`src/include/track_defs.svh`:
```
/*
 * tracker similarity field widths
 * box, color, id and history sizes, fixed-point fraction,
 * divider step count and score term count
 */

`ifndef TRACK_DEFS_SVH
`define TRACK_DEFS_SVH

// ----------------------------------------
// feature fields
// ----------------------------------------
`define COORD_LEN    8     // one box corner coordinate
`define CHAN_LEN     8     // one color channel, red in the low byte
`define COLOR_LEN    24    // rgb signature, three channels
`define ID_LEN       8     // object id
`define HIST_LEN     3     // frame-miss count
`define AREA_LEN     16    // w*h of a box, also the union

// ----------------------------------------
// metrics and score
// ----------------------------------------
`define FRAC_BITS    10                // fraction bits, q*.10
`define IOU_LEN      (`FRAC_BITS + 1)  // 1024 means full overlap
`define DIST_LEN     10                // up to 3*255 = 765
`define PENALTY_LEN  14                // 1 << miss count
`define WEIGHT_LEN   8
`define SCORE_LEN    32                // q22.10

// one quotient bit per step
`define DIV_STEPS    11
// weighted terms summed per request
`define TERM_CNT     6

`endif
```
`src/design/track_score_pkg.sv`:
```
/*
 * track score types
 * iou fraction, l1 distance, weight and the final score
 */

`include "track_defs.svh"

package track_score_pkg;

	// q0.10, 0..1024
	typedef logic [`IOU_LEN-1:0] iou_t;

	// plain integer distance, shifted into q*.10 when weighted
	typedef logic [`DIST_LEN-1:0] dist_t;

	// unsigned static weight
	typedef logic [`WEIGHT_LEN-1:0] weight_t;

	// weighted sum, q22.10
	typedef logic [`SCORE_LEN-1:0] score_t;

endpackage

```
`src/design/track_feature_pkg.sv`:
```
/*
 * track feature types
 * bounding box corners, rgb signature and the packed
 * history record of one previously seen object
 */

`include "track_defs.svh"

package track_feature_pkg;

	// four corners, x_tl in the top byte
	typedef struct packed {
		logic [`COORD_LEN-1:0] x_tl;
		logic [`COORD_LEN-1:0] y_tl;
		logic [`COORD_LEN-1:0] x_br;   // x_br >= x_tl
		logic [`COORD_LEN-1:0] y_br;   // y_br >= y_tl
	} box_t;                           // 32 bits

	// r in [7:0], g in [15:8], b in [23:16]
	typedef logic [`COLOR_LEN-1:0] rgb_t;

	// ----------------------------------------
	// history record, one memory line
	// ----------------------------------------
	typedef struct packed {
		logic [`ID_LEN-1:0]   id;          // msb side
		logic [`HIST_LEN-1:0] miss_count;  // frames since last seen
		box_t                 box;
		rgb_t                 color1;
		rgb_t                 color2;      // lsb side
	} track_record_t;                      // 91 bits

endpackage

```
`src/design/similarity_top.sv`:
```
/*
 * similarity score top
 * decode -> execute -> result, valid/ready between stages,
 * up to three requests in flight, results in order
 */

`timescale 1ns/100ps
`include "track_defs.svh"

module similarity_top import track_feature_pkg::*, track_score_pkg::*; (
	input  logic               clk,
	input  logic               reset_N,
	input  logic               in_valid,
	output logic               in_ready,
	input  box_t               cur_box,
	input  rgb_t               cur_color1,
	input  rgb_t               cur_color2,
	input  track_record_t      prev_record,
	input  weight_t            iou_weight,
	input  weight_t            w_weight,
	input  weight_t            h_weight,
	input  weight_t            color1_weight,
	input  weight_t            color2_weight,
	input  weight_t            hist_weight,
	output logic               out_valid,
	input  logic               out_ready,
	output score_t             score,
	output logic [`ID_LEN-1:0] id
);

	// ----------------------------------------
	// decode -> execute
	// ----------------------------------------
	logic                  dec_valid, dec_ready;
	logic [`COORD_LEN-1:0] cur_w, cur_h, prev_w, prev_h;
	box_t                  prev_box, cur_box_q;
	rgb_t                  cur_color1_q, cur_color2_q, prev_color1, prev_color2;
	logic [`HIST_LEN-1:0]  miss_count;
	logic [`ID_LEN-1:0]    dec_id;

	// execute -> result
	logic                    exe_valid, exe_ready;
	iou_t                    iou;
	dist_t                   dw, dh, dc1, dc2;
	logic [`PENALTY_LEN-1:0] penalty;
	logic [`ID_LEN-1:0]      id_q;

	feature_decode feature_decode_inst (
		.clk (clk), .reset_N (reset_N),
		.in_valid (in_valid), .in_ready (in_ready),
		.cur_box (cur_box), .cur_color1 (cur_color1), .cur_color2 (cur_color2),
		.prev_record (prev_record),
		.dec_valid (dec_valid), .dec_ready (dec_ready),
		.cur_w (cur_w), .cur_h (cur_h), .prev_w (prev_w), .prev_h (prev_h),
		.prev_box (prev_box), .cur_box_q (cur_box_q),
		.cur_color1_q (cur_color1_q), .cur_color2_q (cur_color2_q),
		.prev_color1 (prev_color1), .prev_color2 (prev_color2),
		.miss_count (miss_count), .id (dec_id)
	);

	metric_execute metric_execute_inst (
		.clk (clk), .reset_N (reset_N),
		.dec_valid (dec_valid), .dec_ready (dec_ready),
		.cur_w (cur_w), .cur_h (cur_h), .prev_w (prev_w), .prev_h (prev_h),
		.prev_box (prev_box), .cur_box_q (cur_box_q),
		.cur_color1_q (cur_color1_q), .cur_color2_q (cur_color2_q),
		.prev_color1 (prev_color1), .prev_color2 (prev_color2),
		.miss_count (miss_count), .id (dec_id),
		.exe_valid (exe_valid), .exe_ready (exe_ready),
		.iou (iou), .dw (dw), .dh (dh), .dc1 (dc1), .dc2 (dc2),
		.penalty (penalty), .id_q (id_q)
	);

	score_result score_result_inst (
		.clk (clk), .reset_N (reset_N),
		.exe_valid (exe_valid), .exe_ready (exe_ready),
		.iou (iou), .dw (dw), .dh (dh), .dc1 (dc1), .dc2 (dc2),
		.penalty (penalty), .id_q (id_q),
		.iou_weight (iou_weight), .w_weight (w_weight), .h_weight (h_weight),
		.color1_weight (color1_weight), .color2_weight (color2_weight),
		.hist_weight (hist_weight),
		.out_valid (out_valid), .out_ready (out_ready),
		.score (score), .id (id)
	);

endmodule

```
`src/design/score_result.sv`:
```
/*
 * score result stage
 * one weighted metric added per cycle over six cycles,
 * q22.10 score held with the id until out_ready
 */

`timescale 1ns/100ps
`include "track_defs.svh"

module score_result import track_score_pkg::*; (
	input  logic                    clk,
	input  logic                    reset_N,

	input  logic                    exe_valid,
	output logic                    exe_ready,
	input  iou_t                    iou,
	input  dist_t                   dw,
	input  dist_t                   dh,
	input  dist_t                   dc1,
	input  dist_t                   dc2,
	input  logic [`PENALTY_LEN-1:0] penalty,
	input  logic [`ID_LEN-1:0]      id_q,

	input  weight_t                 iou_weight,
	input  weight_t                 w_weight,
	input  weight_t                 h_weight,
	input  weight_t                 color1_weight,
	input  weight_t                 color2_weight,
	input  weight_t                 hist_weight,

	output logic                    out_valid,
	input  logic                    out_ready,
	output score_t                  score,
	output logic [`ID_LEN-1:0]      id
);

	typedef enum logic [1:0] {ST_IDLE, ST_ACC, ST_OUT} res_state_t;

	res_state_t              state;
	logic [2:0]              term;              // 0..5
	logic                    take_exe;
	iou_t                    iou_q;
	dist_t                   dw_q, dh_q, dc1_q, dc2_q;
	logic [`PENALTY_LEN-1:0] pen_q;
	weight_t                 sel_w;
	score_t                  sel_m;             // metric in q*.10

	assign exe_ready = (state == ST_IDLE);
	assign take_exe  = exe_valid && exe_ready;
	assign out_valid = (state == ST_OUT);

	// ----------------------------------------
	// term select, one multiplier
	// ----------------------------------------
	always_comb begin
		case (term)
			3'd0:    begin sel_w = iou_weight;    sel_m = score_t'(iou_q); end   // already q0.10
			3'd1:    begin sel_w = w_weight;      sel_m = score_t'(dw_q) << `FRAC_BITS; end
			3'd2:    begin sel_w = h_weight;      sel_m = score_t'(dh_q) << `FRAC_BITS; end
			3'd3:    begin sel_w = color1_weight; sel_m = score_t'(dc1_q) << `FRAC_BITS; end
			3'd4:    begin sel_w = color2_weight; sel_m = score_t'(dc2_q) << `FRAC_BITS; end
			default: begin sel_w = hist_weight;   sel_m = score_t'(pen_q) << `FRAC_BITS; end
		endcase
	end

	always_ff @(posedge clk or negedge reset_N) begin
		if (!reset_N) begin
			state <= ST_IDLE;
			term  <= '0;
		end else begin
			case (state)
				ST_IDLE: if (take_exe) begin
					state <= ST_ACC;
					term  <= '0;
				end
				ST_ACC: begin
					term <= term + 1'b1;
					if (term == 3'(`TERM_CNT - 1)) state <= ST_OUT;   // last term in
				end
				ST_OUT:  if (out_ready) state <= ST_IDLE;
				default: state <= ST_IDLE;
			endcase
		end
	end

	// metric copies and running sum
	always_ff @(posedge clk) begin
		if (take_exe) begin
			iou_q <= iou;
			dw_q  <= dw;
			dh_q  <= dh;
			dc1_q <= dc1;
			dc2_q <= dc2;
			pen_q <= penalty;
			id    <= id_q;
			score <= '0;
		end else if (state == ST_ACC) begin
			score <= score + score_t'(sel_w) * sel_m;   // max sum fits 32 bits
		end
	end

endmodule

```
`src/design/metric_execute.sv`:
```
/*
 * metric execute stage
 * l1 distances of size and colors, miss penalty,
 * intersection and union areas, then iou through the divider
 * latency varies with the divider, exe_valid marks the end
 */

`timescale 1ns/100ps
`include "track_defs.svh"

module metric_execute import track_feature_pkg::*, track_score_pkg::*; (
	input  logic                    clk,
	input  logic                    reset_N,

	input  logic                    dec_valid,
	output logic                    dec_ready,
	input  logic [`COORD_LEN-1:0]   cur_w,
	input  logic [`COORD_LEN-1:0]   cur_h,
	input  logic [`COORD_LEN-1:0]   prev_w,
	input  logic [`COORD_LEN-1:0]   prev_h,
	input  box_t                    prev_box,
	input  box_t                    cur_box_q,
	input  rgb_t                    cur_color1_q,
	input  rgb_t                    cur_color2_q,
	input  rgb_t                    prev_color1,
	input  rgb_t                    prev_color2,
	input  logic [`HIST_LEN-1:0]    miss_count,
	input  logic [`ID_LEN-1:0]      id,

	output logic                    exe_valid,
	input  logic                    exe_ready,
	output iou_t                    iou,
	output dist_t                   dw,
	output dist_t                   dh,
	output dist_t                   dc1,
	output dist_t                   dc2,
	output logic [`PENALTY_LEN-1:0] penalty,
	output logic [`ID_LEN-1:0]      id_q
);

	typedef enum logic [1:0] {ST_IDLE, ST_START, ST_RUN, ST_HOLD} exe_state_t;

	exe_state_t            state;
	logic                  take_dec;
	logic                  div_start, div_done;
	logic [`COORD_LEN-1:0] ix_tl, iy_tl, ix_br, iy_br;   // overlap rectangle
	logic [`COORD_LEN-1:0] ov_w, ov_h;
	logic [`AREA_LEN-1:0]  inter_now;
	logic [`AREA_LEN:0]    union_now;                     // one spare bit for a1+a2
	logic [`AREA_LEN-1:0]  inter_area, union_area;

	function automatic logic [`COORD_LEN-1:0] abs_diff(
		input logic [`COORD_LEN-1:0] a,
		input logic [`COORD_LEN-1:0] b);
		abs_diff = (a > b) ? (a - b) : (b - a);
	endfunction

	// channels are coordinate wide, sum of three
	function automatic dist_t rgb_dist(input rgb_t a, input rgb_t b);
		dist_t sum;
		sum = '0;
		for (int k = 0; k < 3; k++)
			sum = sum + dist_t'(abs_diff(a[k*`CHAN_LEN +: `CHAN_LEN],
				b[k*`CHAN_LEN +: `CHAN_LEN]));
		rgb_dist = sum;
	endfunction

	assign dec_ready = (state == ST_IDLE);
	assign take_dec  = dec_valid && dec_ready;
	assign div_start = (state == ST_START);   // one cycle after registering
	assign exe_valid = (state == ST_HOLD);

	// ----------------------------------------
	// overlap geometry
	// ----------------------------------------
	assign ix_tl = (cur_box_q.x_tl > prev_box.x_tl) ? cur_box_q.x_tl : prev_box.x_tl;
	assign iy_tl = (cur_box_q.y_tl > prev_box.y_tl) ? cur_box_q.y_tl : prev_box.y_tl;
	assign ix_br = (cur_box_q.x_br < prev_box.x_br) ? cur_box_q.x_br : prev_box.x_br;
	assign iy_br = (cur_box_q.y_br < prev_box.y_br) ? cur_box_q.y_br : prev_box.y_br;
	assign ov_w  = (ix_br > ix_tl) ? ix_br - ix_tl : '0;   // no overlap -> 0
	assign ov_h  = (iy_br > iy_tl) ? iy_br - iy_tl : '0;
	assign inter_now = ov_w * ov_h;
	// union stays inside the 256x256 frame, top bit drops
	assign union_now = (cur_w * cur_h) + (prev_w * prev_h) - inter_now;

	always_ff @(posedge clk or negedge reset_N) begin
		if (!reset_N) begin
			state <= ST_IDLE;
		end else begin
			case (state)
				ST_IDLE:  if (take_dec) state <= ST_START;
				ST_START: state <= ST_RUN;
				ST_RUN:   if (div_done) state <= ST_HOLD;   // iou now stable
				ST_HOLD:  if (exe_ready) state <= ST_IDLE;
				default:  state <= ST_IDLE;
			endcase
		end
	end

	// metrics, held until the item leaves
	always_ff @(posedge clk) begin
		if (take_dec) begin
			dw         <= dist_t'(abs_diff(cur_w, prev_w));
			dh         <= dist_t'(abs_diff(cur_h, prev_h));
			dc1        <= rgb_dist(cur_color1_q, prev_color1);
			dc2        <= rgb_dist(cur_color2_q, prev_color2);
			penalty    <= `PENALTY_LEN'(1) << miss_count;
			id_q       <= id;
			inter_area <= inter_now;
			union_area <= union_now[`AREA_LEN-1:0];
		end
	end

	// quotient register holds until the next start
	iou_divider iou_divider_inst (
		.clk        (clk),
		.reset_N    (reset_N),
		.start      (div_start),
		.inter_area (inter_area),
		.union_area (union_area),
		.done       (div_done),
		.iou        (iou)
	);

endmodule

```
`src/design/feature_decode.sv`:
```
/*
 * feature decode stage
 * takes a request, unpacks the history record and
 * derives box widths and heights from the corners
 * one item held, output registered
 */

`timescale 1ns/100ps
`include "track_defs.svh"

module feature_decode import track_feature_pkg::*; (
	input  logic                  clk,
	input  logic                  reset_N,

	input  logic                  in_valid,
	output logic                  in_ready,
	input  box_t                  cur_box,
	input  rgb_t                  cur_color1,
	input  rgb_t                  cur_color2,
	input  track_record_t         prev_record,

	output logic                  dec_valid,
	input  logic                  dec_ready,
	output logic [`COORD_LEN-1:0] cur_w,
	output logic [`COORD_LEN-1:0] cur_h,
	output logic [`COORD_LEN-1:0] prev_w,
	output logic [`COORD_LEN-1:0] prev_h,
	output box_t                  prev_box,
	output box_t                  cur_box_q,
	output rgb_t                  cur_color1_q,
	output rgb_t                  cur_color2_q,
	output rgb_t                  prev_color1,
	output rgb_t                  prev_color2,
	output logic [`HIST_LEN-1:0]  miss_count,
	output logic [`ID_LEN-1:0]    id
);

	logic take_in;   // request transfer this edge

	// empty, or the held item leaves this edge
	assign in_ready = !dec_valid || dec_ready;
	assign take_in  = in_valid && in_ready;

	// ----------------------------------------
	// occupancy
	// ----------------------------------------
	always_ff @(posedge clk or negedge reset_N) begin
		if (!reset_N) begin
			dec_valid <= 1'b0;
		end else if (take_in) begin
			dec_valid <= 1'b1;
		end else if (dec_ready) begin
			dec_valid <= 1'b0;   // taken, nothing new
		end
	end

	// ----------------------------------------
	// item registers
	// ----------------------------------------
	always_ff @(posedge clk) begin
		if (take_in) begin
			cur_box_q    <= cur_box;
			cur_color1_q <= cur_color1;
			cur_color2_q <= cur_color2;
			// split the record
			id           <= prev_record.id;
			miss_count   <= prev_record.miss_count;
			prev_box     <= prev_record.box;
			prev_color1  <= prev_record.color1;
			prev_color2  <= prev_record.color2;
			// sizes from corners, br never left of tl
			cur_w        <= cur_box.x_br - cur_box.x_tl;
			cur_h        <= cur_box.y_br - cur_box.y_tl;
			prev_w       <= prev_record.box.x_br - prev_record.box.x_tl;
			prev_h       <= prev_record.box.y_br - prev_record.box.y_tl;
		end
	end

endmodule

```
`src/design/iou_divider.sv`:
```
/*
 * iou divider
 * restoring shift-and-subtract, floor(inter * 1024 / union)
 * one quotient bit per cycle, msb first, 11 cycles
 * zero union answers zero after one cycle
 */

`timescale 1ns/100ps
`include "track_defs.svh"

module iou_divider import track_score_pkg::*; (
	input  logic                 clk,
	input  logic                 reset_N,
	input  logic                 start,
	input  logic [`AREA_LEN-1:0] inter_area,
	input  logic [`AREA_LEN-1:0] union_area,
	output logic                 done,
	output iou_t                 iou
);

	localparam int STEP_W = $clog2(`DIV_STEPS);

	logic                 busy;
	logic                 load;       // accepted start
	logic [STEP_W-1:0]    step;
	logic [`AREA_LEN:0]   rem;        // partial remainder, < 2*divisor
	logic [`AREA_LEN-1:0] divisor;
	logic                 q_bit;
	logic [`AREA_LEN:0]   rem_next;

	assign load = start && !busy;

	// ----------------------------------------
	// one restoring step
	// ----------------------------------------
	assign q_bit    = (rem >= {1'b0, divisor});
	assign rem_next = q_bit ? rem - {1'b0, divisor} : rem;   // restore on 0

	always_ff @(posedge clk or negedge reset_N) begin
		if (!reset_N) begin
			busy <= 1'b0;
			step <= '0;
			done <= 1'b0;
		end else begin
			done <= 1'b0;   // pulse
			if (load) begin
				step <= '0;
				if (union_area == '0)
					done <= 1'b1;   // nothing to divide
				else
					busy <= 1'b1;
			end else if (busy) begin
				step <= step + 1'b1;
				if (step == STEP_W'(`DIV_STEPS - 1)) begin
					busy <= 1'b0;
					done <= 1'b1;
				end
			end
		end
	end

	// first step compares inter itself, inter <= union so the
	// integer bit is 1 only on full overlap
	always_ff @(posedge clk) begin
		if (load) begin
			rem     <= {1'b0, inter_area};
			divisor <= union_area;
			iou     <= '0;
		end else if (busy) begin
			rem <= {rem_next[`AREA_LEN-1:0], 1'b0};   // next fraction bit
			iou <= {iou[`IOU_LEN-2:0], q_bit};
		end
	end

endmodule

```
`config.mk`:
```
export PLATFORM = sky130hd
export DESIGN_NAME = similarity_top
export DESIGN_NICKNAME = d
export VERILOG_FILES = /design/src/design/track_score_pkg.sv /design/src/design/track_feature_pkg.sv /design/src/design/similarity_top.sv /design/src/design/score_result.sv /design/src/design/metric_execute.sv /design/src/design/feature_decode.sv /design/src/design/iou_divider.sv
export VERILOG_INCLUDE_DIRS = /design/src /design/src/include
export SDC_FILE = /design/constraint.sdc
export NUM_CORES = 2
export LEC_CHECK = 0
export BUFFER_PORTS_ARGS = -buffer_cell sky130_fd_sc_hd__buf_2
export CAP_MARGIN = 25
export CORE_UTILIZATION = 25
export CTS_CLUSTER_DIAMETER = 120
export DETAILED_ROUTE_END_ITERATION = 10
export PLACE_DENSITY = 0.47
export SYNTH_ARGS = -nofsm -noshare
export SYNTH_HDL_FRONTEND = slang
export SYNTH_SLANG_ARGS = --single-unit
```
`constraint.sdc`:
```
create_clock -name clk -period 11.4 [get_ports clk]
set_clock_uncertainty 0.1 [all_clocks]
set_input_delay 0.57 -clock clk [delete_from_list [all_inputs] [get_ports clk]]
set_output_delay 0.57 -clock clk [all_outputs]
set_load 0.05 [all_outputs]
```
== Yosys cells after proc, flatten, opt, wreduce, memory -nomap -nowiden ==
Cells that the tools add are included.
Operators by class
  $lt $le $gt $ge: 15
  shift-type cells: 1
  reduce and logical (&&, ||, !) cells: 17
  $add $sub $neg: 32
  equality and inequality tests: 18
  mux-type cells: 41
  $mul: 4
Operator list (number)
  subtractor 8 bit: 22
  case mux 24 bit (5 select lines): 1
  2-to-1 mux 8 bit: 14
  greater-than comparator 8 bit: 12
  multiplier 8 x 8 -> 16 bit: 3
  2-to-1 mux 16 bit: 3
  case mux 8 bit (5 select lines): 1
  adder 32 bit: 1
  multiplier 8 x 24 -> 32 bit: 1
  subtractor 16 bit: 2
  adder 10 x 8 -> 10 bit: 2
  adder 8 x 8 -> 9 bit: 2
  >= comparator 17 x 16 -> 1 bit: 1
  adder 16 bit: 1
  zero test 16 bit: 1
  less-than comparator 8 bit: 2
  left shift 1 x 3 -> 14 bit, first input constant: 1
  2-to-1 mux 2 bit: 6
  2-to-1 mux 1 bit: 10
  2-to-1 mux 4 bit: 2
  inequality test 2 bit, second input constant: 4
  case mux 2 bit (4 select lines): 1
  == test 2 bit, second input constant: 3
  == test 3 x 2 -> 1 bit, second input constant: 2
  18 further kinds: 30
Word-level totals
  bits in registers: 452
  input bits: 223
  output and inout port bits: 42

== Depth between registers and ports, before layout ==
  depth after elaboration: 6
  mapped depth: 53
  mapped depth without buffers: 53

== Modules after synthesis ==
Synthesis repeated with hierarchy kept, for this count alone.
Unflattened totals
  cell total of the unflattened synthesis: 3760
  area total of the unflattened synthesis: 38486.9 um2
Modules (own cells, without submodules)
  metric_execute: cells each 1895, area each 17017.6 um2, times used 1
  score_result: cells each 1183, area each 11146.9 um2, times used 1
  feature_decode: cells each 379, area each 7462.2 um2, times used 1
  iou_divider: cells each 303, area each 2860.2 um2, times used 1

== Least setup slack after synthesis ==
No wires, ideal clock.
  path kind: flip-flop to flip-flop
  start: register feature_decode_inst.cur_box_q[25] (netlist name)
  end: register metric_execute_inst.union_area[15] (data pin)
  period minus slack after synthesis: 12006 ps
  cell stages (with the launch flop): 49
  setup time: 269 ps
  setup slack: -606 ps
  arrival: 11636 ps
  data required time: 11031 ps
  path buffers: 0
  cell sequence: edfxtp_1 > ha_1 > nor2b_1 > o21a_1 > o21ai_0 > nand2b_1 > a21oi_1 > o21ai_0 > o21ai_1 > mux2_2 > ha_1 > fa_1 > nor2b_1 > o21ai_0 > a21boi_0 > o21ai_0 > a21boi_0 > o21a_1 > (+13 left out) > a21oi_1 > xor2_1 > fa_1 > inv_1 > fa_1 > inv_1 > fa_1 > inv_1 > fa_1 > fa_1 > fa_1 > inv_1 > ha_1 > or2_2 > a21oi_1 > o31ai_1 > xnor2_1 > xor3_1
On the way
  longest elaborated chain between the ends: 6
RTL lines
  greater-than comparator 8 bit: RTL line metric_execute.sv:76  | assign ix_tl = (cur_box_q.x_tl > prev_box.x_tl) ? cur_box_q.x_tl : prev_box.x_tl;
  2-to-1 mux 8 bit (*): RTL line metric_execute.sv:76
  subtractor 8 bit / greater-than comparator 8 bit (equally long branches): RTL line metric_execute.sv:80  | assign ov_w = (ix_br > ix_tl) ? ix_br - ix_tl : '0;
  2-to-1 mux 8 bit (*): RTL line metric_execute.sv:80
  multiplier 8 x 8 -> 16 bit (*): RTL line metric_execute.sv:82  | assign inter_now = ov_w * ov_h;
  subtractor 16 bit (*): RTL line metric_execute.sv:84  | assign union_now = (cur_w * cur_h) + (prev_w * prev_h) - inter_now;
  via metric_execute_inst.union_now[15]: RTL line metric_execute.sv:49  | logic [`AREA_LEN:0] union_now;
  to (signal assigned): RTL line metric_execute.sv:110  | union_area <= union_now[`AREA_LEN-1:0];
  to (decl): RTL line metric_execute.sv:50  | logic [`AREA_LEN-1:0] inter_area, union_area;
Mark *: on every way through the listed nets, which the timed path passes. The rest lies on a longest branch.
A chain may end at the register's enable or synchronous reset.

== Worst setup path after layout ==
  start: register feature_decode_inst.cur_box_q[9] (netlist name)
  end: register metric_execute_inst.union_area[15] (data pin)
On the way
  longest elaborated chain between the ends: 6
RTL lines
  less-than comparator 8 bit: RTL line metric_execute.sv:78  | assign ix_br = (cur_box_q.x_br < prev_box.x_br) ? cur_box_q.x_br : prev_box.x_br;
  2-to-1 mux 8 bit (*): RTL line metric_execute.sv:78
  subtractor 8 bit / greater-than comparator 8 bit (equally long branches): RTL line metric_execute.sv:80
  2-to-1 mux 8 bit (*): RTL line metric_execute.sv:80
  multiplier 8 x 8 -> 16 bit (*): RTL line metric_execute.sv:82
  subtractor 16 bit (*): RTL line metric_execute.sv:84
  via metric_execute_inst.union_now[15]: RTL line metric_execute.sv:49
Marked as above.

==> results.toml <==
[run_status]
run_status = "finished, violations left"
failed_checks = "negative setup slack"

[timing]
worst_slew_pin_slew_ps = 1099
relSlewSlack_pct = 26.72
max_freq_ghz = 0.08730
min_period_over_period_pct = 100.5
setup_viol = 1
fin_ws_ps = -54.75
period_needed_ps = 11450
finalMaxSlewViolations = 0
hold_violations = 0
rsz0062_at_grt = "true"

[floorplan]
initial_core_util_pct = 25.33
die_h_um = 387.2
dieArea_um2 = 149900
num_rows = 140
die-width_um = 387.2
core_area_um2 = 146400
ioPinCount = 265

[critical_path]
cp.arrival_ps = 11770
crit_buf_inv = 8
cp_top_family = "adder cells"
path_max_fanout = 5
rrSetupSlack_ps = -50
worstReg2RegStart = "feature_decode_inst.cur_box_q[9]$_DFFE_PP_"
startpoint = "feature_decode_inst.cur_box_q[9]$_DFFE_PP_"
endpoint_kind = "flop"
crit_slowest_cell = "fa_1"
critPathLaunchType = "flop"
crit_required_ps = 11720
slowest_delay_ps = 530
timing.critical_path.mode_cell = "fa_1"
crit_type = "flop to flop"

[min_path]
hold_class = "primary input to flop"
min-delay-start = "prev_record[81]"

[yosys]
synthDistinctLibCells = 90
syn_nets = 4560
ys_seq_area_share_pct = 34.25
synthMuxAreaShare_pct = 2.807
syn_avg_cell_area_um2 = 10.23
synth_area_um2 = 37090
yosys_warnings = 0
synthFlopType = "edfxtp_1"
synth_top_family_by_area = "adder cells"
synth.top_cell.area_share_pct = 30.93
synth_compound_area_share_pct = 10.29
synth_edf_count = 382
yosys.area.top_type = "edfxtp_1"
synthCells = 3624
synthAdderAreaFrac_pct = 30.25
async_reset_ff_share_pct = 3.182
synth_area_leaders = "edfxtp_1 31%, fa_1 17%, ha_1 14%"
synth-xor-area-share_pct = 3.795
ys_seq_elements = 440
yosys.area_share.simple_pct = 11.27

[clocking]
cts.clk_slew.worst_paths_ps = 60
cts-root-buf = "clkbuf_16"
insertion_delay_ps = 680
cts_inserted_buffers = 57
cts_buffer_depth = 3
clock_sinks = 440
cts.htree.levels = 2
tritoncts = "yes"

[global_routing]
grt_max_degree = 135
grt_pass1_vias = 28270
overflow = 0
grtUsageMet2_pct = 22.98
antenna_found_initial = 4
top_usage_layer = "met2"
grt.met1_usage_pct = 16.70
grt_use_met3_pct = 2.114
track_usage_pct = 13.23
grt_pass1_wl_um = 156700

[place]
placedCellCount = 5875
hpwl_um = 80760
place.gp.congestion = 0.8523
port-buffer-count = 264

[final_layout]
syn2layout_area_growth_pct = 22.49
multi_input_area_um2 = 22000
final_common_cell = "inv_1"
ff_latch_area_um2 = 12700
filler_cell_count = 15200
fin_util_pct = 31.02
layout.nets = 5115
final_layout_size_suffix_gt1_share_pct = 15.63
fin_cells = 6147
layout_common_cells = "642 x inv_1, 397 x ha_1, 382 x edfxtp_1"

[detailed_routing]
drt-initial-drc-count = 1085
routed_via_density = 4.387
wl_per_cell_um = 16.25
ant_nets = 0
dr.pass1.iters = 5
drc_errors = 0
dr_total_vias = 26960
routed_wl_um = 99880

[flow_run]
cap_violations = 0
[worst reg2reg max path: cells and delay by family, from the launching register on]
kind | cells | cell delay (ps)
DFF | 1 | 390
and+or+nand+nor | 6 | 790
xor gates and xnor gates | 3 | 590
muxes | 1 | 320
AOI/OAI and AO/OA | 16 | 2600
adders and majority gates | 14 | 5840
buffers and inverters | 8 | 620
[cell families (layout without fill, tap and decap cells)]
group,Yosys count,in the layout
buf+inv,720,1324
other cells,0,2
fa+ha+maj,713,713
mux,100,100
simple gates,915,915
xor+xnor,159,159
flops,440,440
compound gates,577,577
[synth_stat cells (11+ instances only)]
cell type    n
o211ai_1    20
o21ai_0    159
and2_1      26
nor2_1     298
nor3_1      36
o21a_1      32
xnor2_1    103
nand2b_1    28
fa_1       306
a31oi_1     11
nand3_1     60
a21oi_1    111
a211oi_1    17
dfxtp_1     44
or2_2       35
and3_1      24
mux2i_1     68
mux2_2      32
inv_1      648
o21bai_1    15
a22oi_1     19
a21o_1      59
nor2b_1     45
nand2_1    294
dfrtp_1     14
a21boi_0    22
clkbuf_1    56
edfxtp_1   382
xor2_1      55
nand4_1     25
ha_1       407
[layout make-up]
| type | instances | area share (%) |
|---|---|---|
| Sequential cell | 440 | 27.96 |
| Inverter | 652 | 5.390 |
| Tap cell | 1917 | 5.280 |
| Clock inverter | 44 | 1.011 |
| Timing Repair Buffer | 564 | 8.728 |
| Clock buffer | 64 | 3.198 |
| Antenna cell | 2 | 0.01102 |
| Multi-Input combinational cell | 2464 | 48.42 |
[final timing paths]
| kind | endpoint | depth (start not counted) |
|---|---|---|
| setup / recovery | metric_execute_inst.union_area[15]$_DFFE_PP_ | 48 |
| hold / removal | feature_decode_inst.miss_count[1]$_DFFE_PP_ | 1 |
| setup reg to reg | metric_execute_inst.union_area[15]$_DFFE_PP_ | 48 |
| hold reg to reg | score_result_inst.dc2_q[4]$_DFFE_PP_ | 0 |
| max in group asynchronous | score_result_inst.term[2]$_DFFE_PN0P_ | 2 |
| min in group asynchronous | score_result_inst.state[1]$_DFFE_PN0P_ | 2 |
[routing by layer]
metal  vias to the layer above  part of all wire, %  wire length, µm
met5                         -                    0                0
met4                         0                  2.8             2841
met3                       122                  4.1             4098
met2                       484                   48            48080
met1                     13090                   45            44860
li1                      13270                    -                -
[metrics by stage]
stage	setup TNS [ps]	setup slack (ps)	instance area, µm²	hold WS (ps)
after detailed placement	-1039	-474.7	41660	304.5
final	-54.75	-54.75	45430	33.92
after CTS	-178.9	-178.9	45100	0.6198
after global routing	-1725	-583.5	45430	14.25
after floorplan	0	7.105	37160	174.4
after global placement	-429.9	-291.5	41650	301.8
[state kept, by name, summed over array words and instances (netlist names), 11 cells and up]
| signal | count |
|---|---|
| feature_decode_inst.cur_color1_q | 24 |
| metric_execute_inst.union_area | 16 |
| metric_execute_inst.iou_divider_inst.rem | 17 |
| metric_execute_inst.inter_area | 16 |
| metric_execute_inst.iou_divider_inst.iou | 11 |
| feature_decode_inst.cur_color2_q | 24 |
| metric_execute_inst.iou_divider_inst.divisor | 16 |
| feature_decode_inst.prev_color2 | 24 |
| feature_decode_inst.cur_box_q | 32 |
| score_result_inst.iou_q | 11 |
| feature_decode_inst.prev_box | 32 |
| score_result_inst.score | 32 |
| feature_decode_inst.prev_color1 | 24 |
[repair_timing]
item	4_1_cts	5_1_grt
setup endpoints to repair	4	7
gates resized for setup	19	55
hold buffers	138	0
hold endpoints to repair	151	0
buffers inserted	9	15
pin swaps	15	44
Power is not shown: default switching activity piles up to over one toggle a cycle in this logic, so the estimate is an artifact.
